<file path="config.mk">
export PLATFORM = sky130hd
export DESIGN_NAME = pwm_generator
export DESIGN_NICKNAME = d
export VERILOG_FILES = /design/src/hdl/pwm_pkg.sv /design/src/hdl/sb_pkg.sv /design/src/hdl/pwm_carrier_counter.sv /design/src/hdl/pwm_comparator_bank.sv /design/src/hdl/pwm_control_fsm.sv /design/src/hdl/pwm_generator.sv /design/src/hdl/pwm_register_file.sv /design/src/hdl/pwm_shadow_reg.sv
export SDC_FILE = /design/constraint.sdc
export NUM_CORES = 1
export LEC_CHECK = 0
export BUFFER_PORTS_ARGS = -buffer_cell sky130_fd_sc_hd__clkbuf_2
export CORE_MARGIN = 8
export CORE_UTILIZATION = 60
export DETAILED_ROUTE_END_ITERATION = 7
export PLACE_DENSITY = 0.85
export SYNTH_ARGS = -nofsm -noshare
export SYNTH_HDL_FRONTEND = slang
export SYNTH_SLANG_ARGS = --single-unit
</file>
<file path="constraint.sdc">
create_clock -name clock -period 2.4 [get_ports clock]
set_input_delay 0.36 -clock clock [delete_from_list [all_inputs] [get_ports clock]]
set_output_delay 0.36 -clock clock [all_outputs]
set_load 0.03 [all_outputs]
</file>
<file path="src/hdl/pwm_pkg.sv">
`default_nettype none

// Widths and data types of the PWM datapath and its control
package pwm_pkg;

    // Width of the carrier, prescaler, period and compare values
    localparam int counter_width = 16;

    // Number of complementary output pairs
    localparam int n_channels = 4;

    // Control word as stored by the register file
    // The fault clear bit of the control register is a pulse and is not kept here
    typedef struct packed {
        logic enable;
        logic ext_sel;
    } pwm_control_t;

    // Timebase settings, shadowed as one unit
    typedef struct packed {
        logic [counter_width-1:0] prescale;
        logic [counter_width-1:0] period;
    } pwm_timing_t;

    // One compare value per channel, shadowed as one unit
    typedef struct packed {
        logic [n_channels-1:0][counter_width-1:0] value;
    } pwm_compare_t;

    // States of the control FSM
    typedef enum logic [1:0] {
        st_stopped  = 2'd0,
        st_running  = 2'd1,
        st_stopping = 2'd2,
        st_faulted  = 2'd3
    } pwm_state_t;

    // Status word returned to the bus
    typedef struct packed {
        pwm_state_t state;
        logic       fault_latched;
    } pwm_status_t;

endpackage

`default_nettype wire

</file>
<file path="src/hdl/sb_pkg.sv">
`default_nettype none

// Definitions for the plain strobe configuration bus
package sb_pkg;

    // Request from the bus master, held stable during the strobe cycle
    typedef struct packed {
        logic [31:0] address;
        logic        read_strobe;
        logic        write_strobe;
        logic [31:0] write_data;
    } sb_req_t;

    // Response from the slave, with ready high for one cycle after a strobe
    typedef struct packed {
        logic        ready;
        logic [31:0] read_data;
    } sb_resp_t;

    // Base address of the PWM block on the bus
    localparam logic [31:0] sb_base_addr = 32'h43C0_0000;

    // Byte offsets of the registers from the base address
    localparam logic [31:0] reg_control   = 32'h00;
    localparam logic [31:0] reg_prescale  = 32'h04;
    localparam logic [31:0] reg_period    = 32'h08;
    localparam logic [31:0] reg_compare_0 = 32'h0C;
    localparam logic [31:0] reg_compare_1 = 32'h10;
    localparam logic [31:0] reg_compare_2 = 32'h14;
    localparam logic [31:0] reg_compare_3 = 32'h18;
    // Read only view of the state machine
    localparam logic [31:0] reg_status    = 32'h1C;

endpackage

`default_nettype wire

</file>
<file path="src/hdl/pwm_carrier_counter.sv">
`default_nettype none

module pwm_carrier_counter (
    input  wire logic                               clock,
    input  wire logic                               rst_n,
    input  wire logic                               run,
    input  wire logic                               ext_sel,
    input  wire logic                               ext_timebase,
    input  wire pwm_pkg::pwm_timing_t               timing,
    output logic [pwm_pkg::counter_width-1:0]       count,
    output logic                                    period_end
);

    import pwm_pkg::*;

    logic [counter_width-1:0] prescale_count;
    logic                     internal_tick;
    logic [1:0]               ext_sync;
    logic                     ext_prev;
    logic                     ext_rise;
    logic                     tick;

    // Two flop synchronizer for the asynchronous external timebase
    // followed by a delayed copy for rising edge detection
    always_ff @(posedge clock) begin
        if (!rst_n) begin
            ext_sync <= '0;
            ext_prev <= 1'b0;
        end else begin
            ext_sync <= {ext_sync[0], ext_timebase};
            ext_prev <= ext_sync[1];
        end
    end

    assign ext_rise = ext_sync[1] && !ext_prev;

    // The divider wraps after prescale+1 clocks and produces one internal tick
    assign internal_tick = (prescale_count == timing.prescale);

    always_ff @(posedge clock) begin
        if (!rst_n) begin
            prescale_count <= '0;
        end else if (!run || internal_tick) begin
            prescale_count <= '0;
        end else begin
            prescale_count <= prescale_count + 1'b1;
        end
    end

    // Select the tick source, nothing advances while stopped
    assign tick = run && (ext_sel ? ext_rise : internal_tick);

    // The last tick of a carrier period
    assign period_end = tick && (count == timing.period);

    // Sawtooth carrier counting from 0 up to period inclusive
    always_ff @(posedge clock) begin
        if (!rst_n) begin
            count <= '0;
        end else if (!run || period_end) begin
            count <= '0;
        end else if (tick) begin
            count <= count + 1'b1;
        end
    end

endmodule

`default_nettype wire

</file>
<file path="src/hdl/pwm_comparator_bank.sv">
`default_nettype none

module pwm_comparator_bank (
    input  wire logic                                  clock,
    input  wire logic                                  rst_n,
    input  wire logic                                  run,
    input  wire logic [pwm_pkg::counter_width-1:0]     count,
    input  wire pwm_pkg::pwm_compare_t                 compare,
    output logic [2*pwm_pkg::n_channels-1:0]           pwm_out
);

    import pwm_pkg::*;

    // Unregistered high side of every channel
    logic [n_channels-1:0] high_side;

    // High while the carrier is below the compare value
    // A compare above the period keeps the output high for the whole period
    always_comb begin
        for (int i = 0; i < n_channels; i++) begin
            high_side[i] = count < compare.value[i];
        end
    end

    // Register the pairs, both sides go low when the carrier is halted
    always_ff @(posedge clock) begin
        if (!rst_n) begin
            pwm_out <= '0;
        end else begin
            for (int i = 0; i < n_channels; i++) begin
                pwm_out[2*i]   <= run && high_side[i];
                pwm_out[2*i+1] <= run && !high_side[i];
            end
        end
    end

endmodule

`default_nettype wire

</file>
<file path="src/hdl/pwm_control_fsm.sv">
`default_nettype none

module pwm_control_fsm (
    input  wire logic             clock,
    input  wire logic             rst_n,
    input  wire logic             enable,
    input  wire logic             fault,
    input  wire logic             fault_clear,
    input  wire logic             period_end,
    output logic                  run,
    output logic                  shadow_load,
    output pwm_pkg::pwm_status_t  status
);

    import pwm_pkg::*;

    pwm_state_t state;
    pwm_state_t next_state;

    always_comb begin
        next_state = state;
        // A fault takes priority over every other transition
        if (fault) begin
            next_state = st_faulted;
        end else begin
            case (state)
                st_stopped:  if (enable) next_state = st_running;
                st_running:  if (!enable) next_state = st_stopping;
                // Let the current carrier period finish before stopping
                st_stopping: if (period_end) next_state = st_stopped;
                // The fault input is already known to be low here
                st_faulted:  if (fault_clear) next_state = st_stopped;
                default:     next_state = st_stopped;
            endcase
        end
    end

    always_ff @(posedge clock) begin
        if (!rst_n) begin
            state <= st_stopped;
        end else begin
            state <= next_state;
        end
    end

    // The carrier runs until the stop completes or a fault hits
    assign run = (state == st_running) || (state == st_stopping);

    // Shadows follow the staged values while idle, and only at period end while running
    assign shadow_load = !run || period_end;

    assign status.state         = state;
    assign status.fault_latched = (state == st_faulted);

endmodule

`default_nettype wire

</file>
<file path="src/hdl/pwm_generator.sv">
`default_nettype none

module pwm_generator (
    input  wire logic                          clock,
    input  wire logic                          rst_n,
    input  wire logic                          ext_timebase,
    input  wire logic                          fault,
    input  wire sb_pkg::sb_req_t               sb_req,
    output sb_pkg::sb_resp_t                   sb_resp,
    output logic [2*pwm_pkg::n_channels-1:0]   pwm_out
);

    import pwm_pkg::*;

    // Configuration as written by the bus master
    pwm_control_t             control;
    pwm_timing_t              staged_timing;
    pwm_compare_t             staged_compare;
    logic                     fault_clear;

    // Configuration in use by the carrier and the comparators
    pwm_timing_t              active_timing;
    pwm_compare_t             active_compare;

    pwm_status_t              status;
    logic                     run;
    logic                     shadow_load;
    logic [counter_width-1:0] count;
    logic                     period_end;

    pwm_register_file registers (
        .clock          (clock),
        .rst_n          (rst_n),
        .sb_req         (sb_req),
        .status         (status),
        .sb_resp        (sb_resp),
        .control        (control),
        .staged_timing  (staged_timing),
        .staged_compare (staged_compare),
        .fault_clear    (fault_clear)
    );

    pwm_control_fsm control_fsm (
        .clock       (clock),
        .rst_n       (rst_n),
        .enable      (control.enable),
        .fault       (fault),
        .fault_clear (fault_clear),
        .period_end  (period_end),
        .run         (run),
        .shadow_load (shadow_load),
        .status      (status)
    );

    pwm_carrier_counter carrier (
        .clock        (clock),
        .rst_n        (rst_n),
        .run          (run),
        .ext_sel      (control.ext_sel),
        .ext_timebase (ext_timebase),
        .timing       (active_timing),
        .count        (count),
        .period_end   (period_end)
    );

    // Timing and compare share one shadow design with different payloads
    pwm_shadow_reg #(.payload_t(pwm_timing_t)) timing_shadow (
        .clock  (clock),
        .rst_n  (rst_n),
        .load   (shadow_load),
        .staged (staged_timing),
        .active (active_timing)
    );

    pwm_shadow_reg #(.payload_t(pwm_compare_t)) compare_shadow (
        .clock  (clock),
        .rst_n  (rst_n),
        .load   (shadow_load),
        .staged (staged_compare),
        .active (active_compare)
    );

    pwm_comparator_bank comparators (
        .clock   (clock),
        .rst_n   (rst_n),
        .run     (run),
        .count   (count),
        .compare (active_compare),
        .pwm_out (pwm_out)
    );

endmodule

`default_nettype wire

</file>
<file path="src/hdl/pwm_register_file.sv">
`default_nettype none

module pwm_register_file (
    input  wire logic                  clock,
    input  wire logic                  rst_n,
    input  wire sb_pkg::sb_req_t       sb_req,
    input  wire pwm_pkg::pwm_status_t  status,
    output sb_pkg::sb_resp_t           sb_resp,
    output pwm_pkg::pwm_control_t      control,
    output pwm_pkg::pwm_timing_t       staged_timing,
    output pwm_pkg::pwm_compare_t      staged_compare,
    output logic                       fault_clear
);

    import sb_pkg::*;
    import pwm_pkg::*;

    // Byte offset of the access relative to the block base
    // Addresses below the base wrap to large values and miss every register
    logic [31:0] offset;
    logic [31:0] read_value;

    assign offset = sb_req.address - sb_base_addr;

    // Read multiplexer, unmapped or unaligned offsets return zero
    always_comb begin
        read_value = '0;
        case (offset)
            reg_control: begin
                read_value[0] = control.enable;
                read_value[1] = control.ext_sel;
            end
            reg_prescale:  read_value[counter_width-1:0] = staged_timing.prescale;
            reg_period:    read_value[counter_width-1:0] = staged_timing.period;
            reg_compare_0: read_value[counter_width-1:0] = staged_compare.value[0];
            reg_compare_1: read_value[counter_width-1:0] = staged_compare.value[1];
            reg_compare_2: read_value[counter_width-1:0] = staged_compare.value[2];
            reg_compare_3: read_value[counter_width-1:0] = staged_compare.value[3];
            reg_status: begin
                read_value[1:0] = status.state;
                read_value[2]   = status.fault_latched;
            end
            default: read_value = '0;
        endcase
    end

    always_ff @(posedge clock) begin
        if (!rst_n) begin
            sb_resp        <= '0;
            control        <= '0;
            staged_timing  <= '0;
            staged_compare <= '0;
            fault_clear    <= 1'b0;
        end else begin
            // Every strobe gets exactly one ready in the following cycle
            sb_resp.ready     <= sb_req.read_strobe | sb_req.write_strobe;
            sb_resp.read_data <= sb_req.read_strobe ? read_value : '0;

            // The clear request only lives for one cycle
            fault_clear <= 1'b0;

            if (sb_req.write_strobe) begin
                case (offset)
                    reg_control: begin
                        control.enable  <= sb_req.write_data[0];
                        control.ext_sel <= sb_req.write_data[1];
                        fault_clear     <= sb_req.write_data[2];
                    end
                    reg_prescale: begin
                        staged_timing.prescale <= sb_req.write_data[counter_width-1:0];
                    end
                    reg_period: begin
                        staged_timing.period <= sb_req.write_data[counter_width-1:0];
                    end
                    reg_compare_0: begin
                        staged_compare.value[0] <= sb_req.write_data[counter_width-1:0];
                    end
                    reg_compare_1: begin
                        staged_compare.value[1] <= sb_req.write_data[counter_width-1:0];
                    end
                    reg_compare_2: begin
                        staged_compare.value[2] <= sb_req.write_data[counter_width-1:0];
                    end
                    reg_compare_3: begin
                        staged_compare.value[3] <= sb_req.write_data[counter_width-1:0];
                    end
                    // Status is read only and other offsets are not mapped
                    default: begin
                    end
                endcase
            end
        end
    end

endmodule

`default_nettype wire

</file>
<file path="src/hdl/pwm_shadow_reg.sv">
`default_nettype none

module pwm_shadow_reg #(
    parameter type payload_t = logic [31:0]
) (
    input  wire logic      clock,
    input  wire logic      rst_n,
    input  wire logic      load,
    input  wire payload_t  staged,
    output payload_t       active
);

    // Active copy used by the datapath
    // It only changes on a load so a period in progress keeps its settings
    always_ff @(posedge clock) begin
        if (!rst_n) begin
            active <= '0;
        end else if (load) begin
            active <= staged;
        end
    end

endmodule

`default_nettype wire

</file>
======== Word-level counts from Yosys, hierarchy flattened ========
Index checks and enable logic that the tools add are counted.
operators by class
  add/subtract/negate cells ............... 3
  magnitude comparators ................... 4
  equality and inequality tests ........... 16
  multiplexer cells ....................... 10
  bitwise logic cells ..................... 2
  reductions and logical operators ........ 34
operators with widths
  cell                                                                      count
  32-bit by 5-bit == test with 1-bit output (second input constant)         4
  13-bit one-hot mux with 6 select lines                                    1
  32-bit by 4-bit == test with 1-bit output (second input constant)         2
  16-bit < comparator                                                       4
  16-bit by 1-bit adder with 16-bit output (second input constant)          2
  16-bit == test                                                            2
  32-bit by 3-bit == test with 1-bit output (second input constant)         1
  32-bit logical NOT                                                        1
  32-bit by 31-bit subtractor with 32-bit output (second input constant)    1
  2-bit one-hot mux with 8 select lines                                     1
  2-bit AND reduction                                                       8
  1-bit logical AND                                                         11
  2-bit 2-to-1 mux                                                          5
  3-bit inequality test (second input constant)                             3
  2-bit one-hot mux with 4 select lines                                     1
  1-bit one-hot mux with 7 select lines                                     1
  1-bit logical NOT                                                         6
  2-bit == test (second input constant)                                     2
  4-bit AND reduction                                                       1
  2-bit OR reduction                                                        2
  1-bit logical OR                                                          3
  3-bit by 2-bit inequality test with 1-bit output (second input constant)  1
  3-bit AND reduction                                                       1
  2-bit by 1-bit == test with 1-bit output (second input constant)          1
  4 further kinds                                                           4
word-level totals
  register bits ........................... 273
  bits of input ports ..................... 70
  output and inout bits ................... 41
  logic and storage cells ................. 93

======== Depth between registers and ports, before layout ========
  depth in word-level cells ............... 8
  mapped depth ............................ 11

======== Modules after synthesis ========
A second synthesis with hierarchy kept.
unflattened totals
  cell total of the unflattened synthesis .. 1,306
  area, all modules ....................... 12,828.6 um2
by module, submodules not included
  module                            instances  cells an instance  area an instance (um2)  seq. area each (um2)
  pwm_register_file                 1          515                5,213.8                 2,322.2
  pwm_shadow_reg at compare_shadow  1          206                2,451.1                 1,281.2
  pwm_carrier_counter               1          242                1,999.4                 700.7
  pwm_comparator_bank               1          221                1,724.2                 160.2
  pwm_shadow_reg at timing_shadow   1          103                1,243.7                 640.6
  pwm_control_fsm                   1          19                 196.4                   40.0

======== Worst setup path before layout ========
Ideal clock, no wire load.
  kind .................................... in2reg
  from .................................... input port sb_req[34] in the netlist's numbering
  to ...................................... register registers.staged_compare[21] (netlist name)
  setup time .............................. 0.066 ns
  arrival time ............................ 2.195 ns
  required time ........................... 2.334 ns
  slack ................................... 0.140 ns
  cell stages on the path ................. 8
  buffers on the path ..................... 2
  path through ............................ or4b_4 > or3_4 > or4_1 > nor2b_1 > buf_4 > buf_8 > nand2_1 > a21boi_2
on the way
  word-level cells in the longest chain between the ends .. 3
ends and longest elaborated chain
  item                                            line                     RTL
  start: declaration                              pwm_generator.sv:8       input wire sb_pkg::sb_req_t sb_req,
  32-bit by 31-bit subtractor with 32-bit output  pwm_register_file.sv:23  assign offset = sb_req.address - sb_base_addr;
  32-bit by 5-bit == test with 1-bit output       pwm_register_file.sv:63  case (offset)
  2-bit AND reduction (no source line)            n/a
No other way between the ends.
A chain may end at the register's enable or synchronous reset.

======== Worst setup path after layout ========
  from .................................... register carrier.count[1] in the netlist's numbering
  to ...................................... register comparators.pwm_out[6] in the netlist's numbering
on the way
  word-level cells in the longest chain between the ends .. 2
ends and longest elaborated chain
  item                            line                       RTL
  start: declaration              pwm_carrier_counter.sv:10  output logic [pwm_pkg::counter_width-1:0] count,
  start signal: assignment        pwm_carrier_counter.sv:63  count <= count + 1'b1;
  16-bit < comparator             pwm_comparator_bank.sv:21  high_side[i] = count < compare.value[i];
  1-bit logical AND               pwm_comparator_bank.sv:31  pwm_out[2*i] <= run && high_side[i];
  end signal: indexed assignment  pwm_comparator_bank.sv:31
  end signal: indexed assignment  pwm_comparator_bank.sv:32  pwm_out[2*i+1] <= run && !high_side[i];
  end: declaration                pwm_comparator_bank.sv:9   output logic [2*pwm_pkg::n_channels-1:0] pwm_out
No other way between the ends.

==> flow_summary.json <==
{
  "place_congestion": 0.907,
  "hold_buffers": 0,
  "portBuffers": 78,
  "finalClockSkew_ns": 0.0129,
  "drv_cap": 0,
  "worstMarginPinSlew_ns": 0.493,
  "cp_data_arrival_time_ns": 2.81,
  "drive_gt1_share_pct": 14.6,
  "die_w_um": 160,
  "yosys_warnings": 0,
  "yosysTopAreaCell": "dfxtp_1",
  "power_mw": 9.35,
  "clk_pin_slew_ns": 0.06,
  "p_leak_nw": 5.55,
  "crit_buf_inv": 0,
  "diodes": 0,
  "die_area_mm2": 0.0254,
  "drtIter0Drc": 1195,
  "cts_buffer_depth": 3,
  "crit_chain": "ha_1, a21o_1, a21o_1, a21oi_1, o21ai_0, a21oi_1, and2_1",
  "cp_max_fo": 8,
  "drc": 0,
  "synthTopCellsByArea": "dfxtp_1 42%, nand2_1 9.4%, ha_1 6.8%, nand3_1 4.6%, a21boi_0 4.4%",
  "grt_overflow": 0,
  "fmax_ghz": 0.432,
  "status": "finished clean",
  "nFillCells": 1466,
  "wl_per_cell_um": 19.1,
  "area.growth.synth_to_final_pct": 14.7,
  "post_cts_buffers": 0,
  "viasPerCell": 6.04,
  "crit_path_end_kind": "register",
  "slowest_stage": "dfxtp_1",
  "min_period_ns": 2.32,
  "final_hold_viol_count": 0,
  "vias": 11200,
  "synthTopCellsByCount": "311 x nand2_1, 257 x dfxtp_1, 114 x nand3_1",
  "hold_path_class": "in2reg",
  "synth_cell_types": 55,
  "cts_sinks": 257,
  "clockRootBuffer": "clkbuf_16",
  "ant_nets": 0,
  "async_flop_share_pct": 0,
  "crit_type": "reg2reg",
  "critPathLaunchType": "register",
  "avgSynthCellArea_um2": 8.33,
  "max_stage_delay_ns": 0.54,
  "multi_input_area_mm2": 0.00647,
  "insertion_delay_ns": 0.55,
  "setup_viol": 0,
  "synthMostInstantiatedCell": "nand2_1",
  "hold_ws_ns": 0.0207,
  "seqCellArea_mm2": 0.00514,
  "ys_seq_elements": 257,
  "synth_edf_count": 0,
  "p_per_area_mw_per_mm2": 660,
  "reg2regPathDepth": 7,
  "synth_area_mm2": 0.0124,
  "syn_inst": 1483,
  "cts_htree_levels": 1,
  "dr.pass1.iters": 6,
  "track_usage_pct": 27.1,
  "ys.flop_type": "dfxtp_1",
  "finalMaxSlewViolations": 0,
  "crit_cells": 7,
  "cp.required_ns": 2.89,
  "row_count": 52,
  "core_area_mm2": 0.0202,
  "synthDominantCellAreaShare_pct": 41.6,
  "rsz0062_at_grt": "no",
  "grt_max_degree": 108,
  "min_path_cells": 2,
  "drt_wl_total_um": 35500,
  "hpwl_um": 24700,
  "die_h_um": 160,
  "slew_headroom_pct": 66.8,
  "initial_core_util_pct": 61.1,
  "nets": 1704,
  "grt_pass1_wl_um": 57100,
  "numCtsBuffers": 27,
  "min_period_over_period_pct": 96.5,
  "antenna_found_initial": 0,
  "ys_seq_area_share_pct": 41.6,
  "ios": 111,
  "peakVddDrop_mv": 0.554,
  "crit_family": "compound AO/OA/AOI/OAI gates",
  "grt_pass1_vias": 11200,
  "tritoncts": "built"
}
-- final cells by class --
class,instances,area share [%]
Clock buffer,43,5.76
Timing Repair Buffer,148,7.41
Clock inverter,6,0.671
Inverter,69,1.83
Multi-Input combinational cell,1064,45.6
Tap cell,270,2.38
Sequential cell,257,36.3
-- worst paths after layout --
check,startpoint,endpoint,slack (ns)
setup / recovery,carrier.count[1]$_SDFFE_PP0P_,comparators.pwm_out[6]$_SDFF_PN0_,0.08
hold / removal,ext_timebase,carrier.ext_sync[0]$_SDFF_PN0_,0.02
setup reg to reg,carrier.count[1]$_SDFFE_PP0P_,comparators.pwm_out[6]$_SDFF_PN0_,0.08
hold reg to reg,carrier.ext_sync[0]$_SDFF_PN0_,carrier.ext_sync[1]$_SDFF_PN0_,0.43
-- state kept, by name, summed over array words and instances, names as in the netlist --
register	count
carrier.count	16
carrier.ext_prev	1
carrier.ext_sync	2
carrier.prescale_count	16
comparators.pwm_out	8
compare_shadow.active	64
control_fsm.state	2
registers.control	2
registers.fault_clear	1
registers.sb_resp	17
registers.staged_compare	64
registers.staged_timing	32
timing_shadow.active	32
-- routing by layer --
layer / vias to the layer above / wire [µm] / track usage, %
met5: - / 0 / 0
met4: 0 / 1980 / 15.1
met3: 151 / 3650 / 6.20
met2: 687 / 15900 / 42.8
met1: 5190 / 14000 / 33.7
li1: 5179 / - / -
-- report_power, final --
part	internal [mW]	switching [mW]	leakage (nW)	total [mW]
combinational	0.223	0.500	3.03	0.723
clock	2.54	1.75	0.449	4.29
sequential	4.31	0.0255	2.07	4.33
-- cell usage in the layout (no fill, tap or decap), types with 20 or more instances in the layout --
| cell | n |
|---|---|
| a21boi_0 | 73 |
| nand2_1 | 311 |
| inv_1 | 69 |
| clkbuf_16 | 27 |
| nor2_1 | 62 |
| buf_4 | 60 |
| dfxtp_1 | 257 |
| nand3_1 | 114 |
| xor2_1 | 51 |
| a21o_1 | 28 |
| a21boi_2 | 20 |
| o21ai_0 | 108 |
| clkbuf_2 | 77 |
| ha_1 | 67 |
| nand4_1 | 20 |
| a21oi_1 | 33 |
-- worst reg2reg max path, delay by kind of cell, from the launching register on --
family | cells | cell delay, ns
fa+ha+maj | 1 | 0.31
simple gates | 1 | 0.17
compound gates | 5 | 1.25
flops | 1 | 0.54
-- per-stage QoR --
stage / setup slack [ns] / TNS (ns) / instance area, µm² / instances / utilization (%)
2_1_floorplan: 0.140 / 0 / 12400 / 1498 / -
3_3_place_gp: -0.00554 / -0.0109 / 13300 / 1808 / 65.5
3_5_place_dp: -0.0705 / -0.778 / 13300 / 1808 / 65.5
4_1_cts: 0.109 / 0 / 14200 / 1857 / 70.0
5_1_grt: 0.0380 / 0 / 14200 / 1857 / 70.0
6_report: 0.0843 / 0 / 14200 / 1857 / 70.0
-- what timing repair did --
action,4_1_cts,5_1_grt
gates resized for setup,0,1
setup endpoints to repair,0,6
endpoints found under the hold margin,0,0
-- logic make-up after synthesis --
| family | after synthesis | synth area share, % |
|---|---|---|
| compound gates | 309 | 16.7 |
| xor+xnor | 57 | 4.04 |
| fa+ha+maj | 67 | 6.78 |
| buf+inv | 177 | 6.52 |
| flops | 257 | 41.6 |
| mux | 36 | 3.37 |
| other cells | 1 | 0.0304 |
| simple gates | 579 | 20.9 |
No activity file was read; power rests on OpenSTA's default activity.
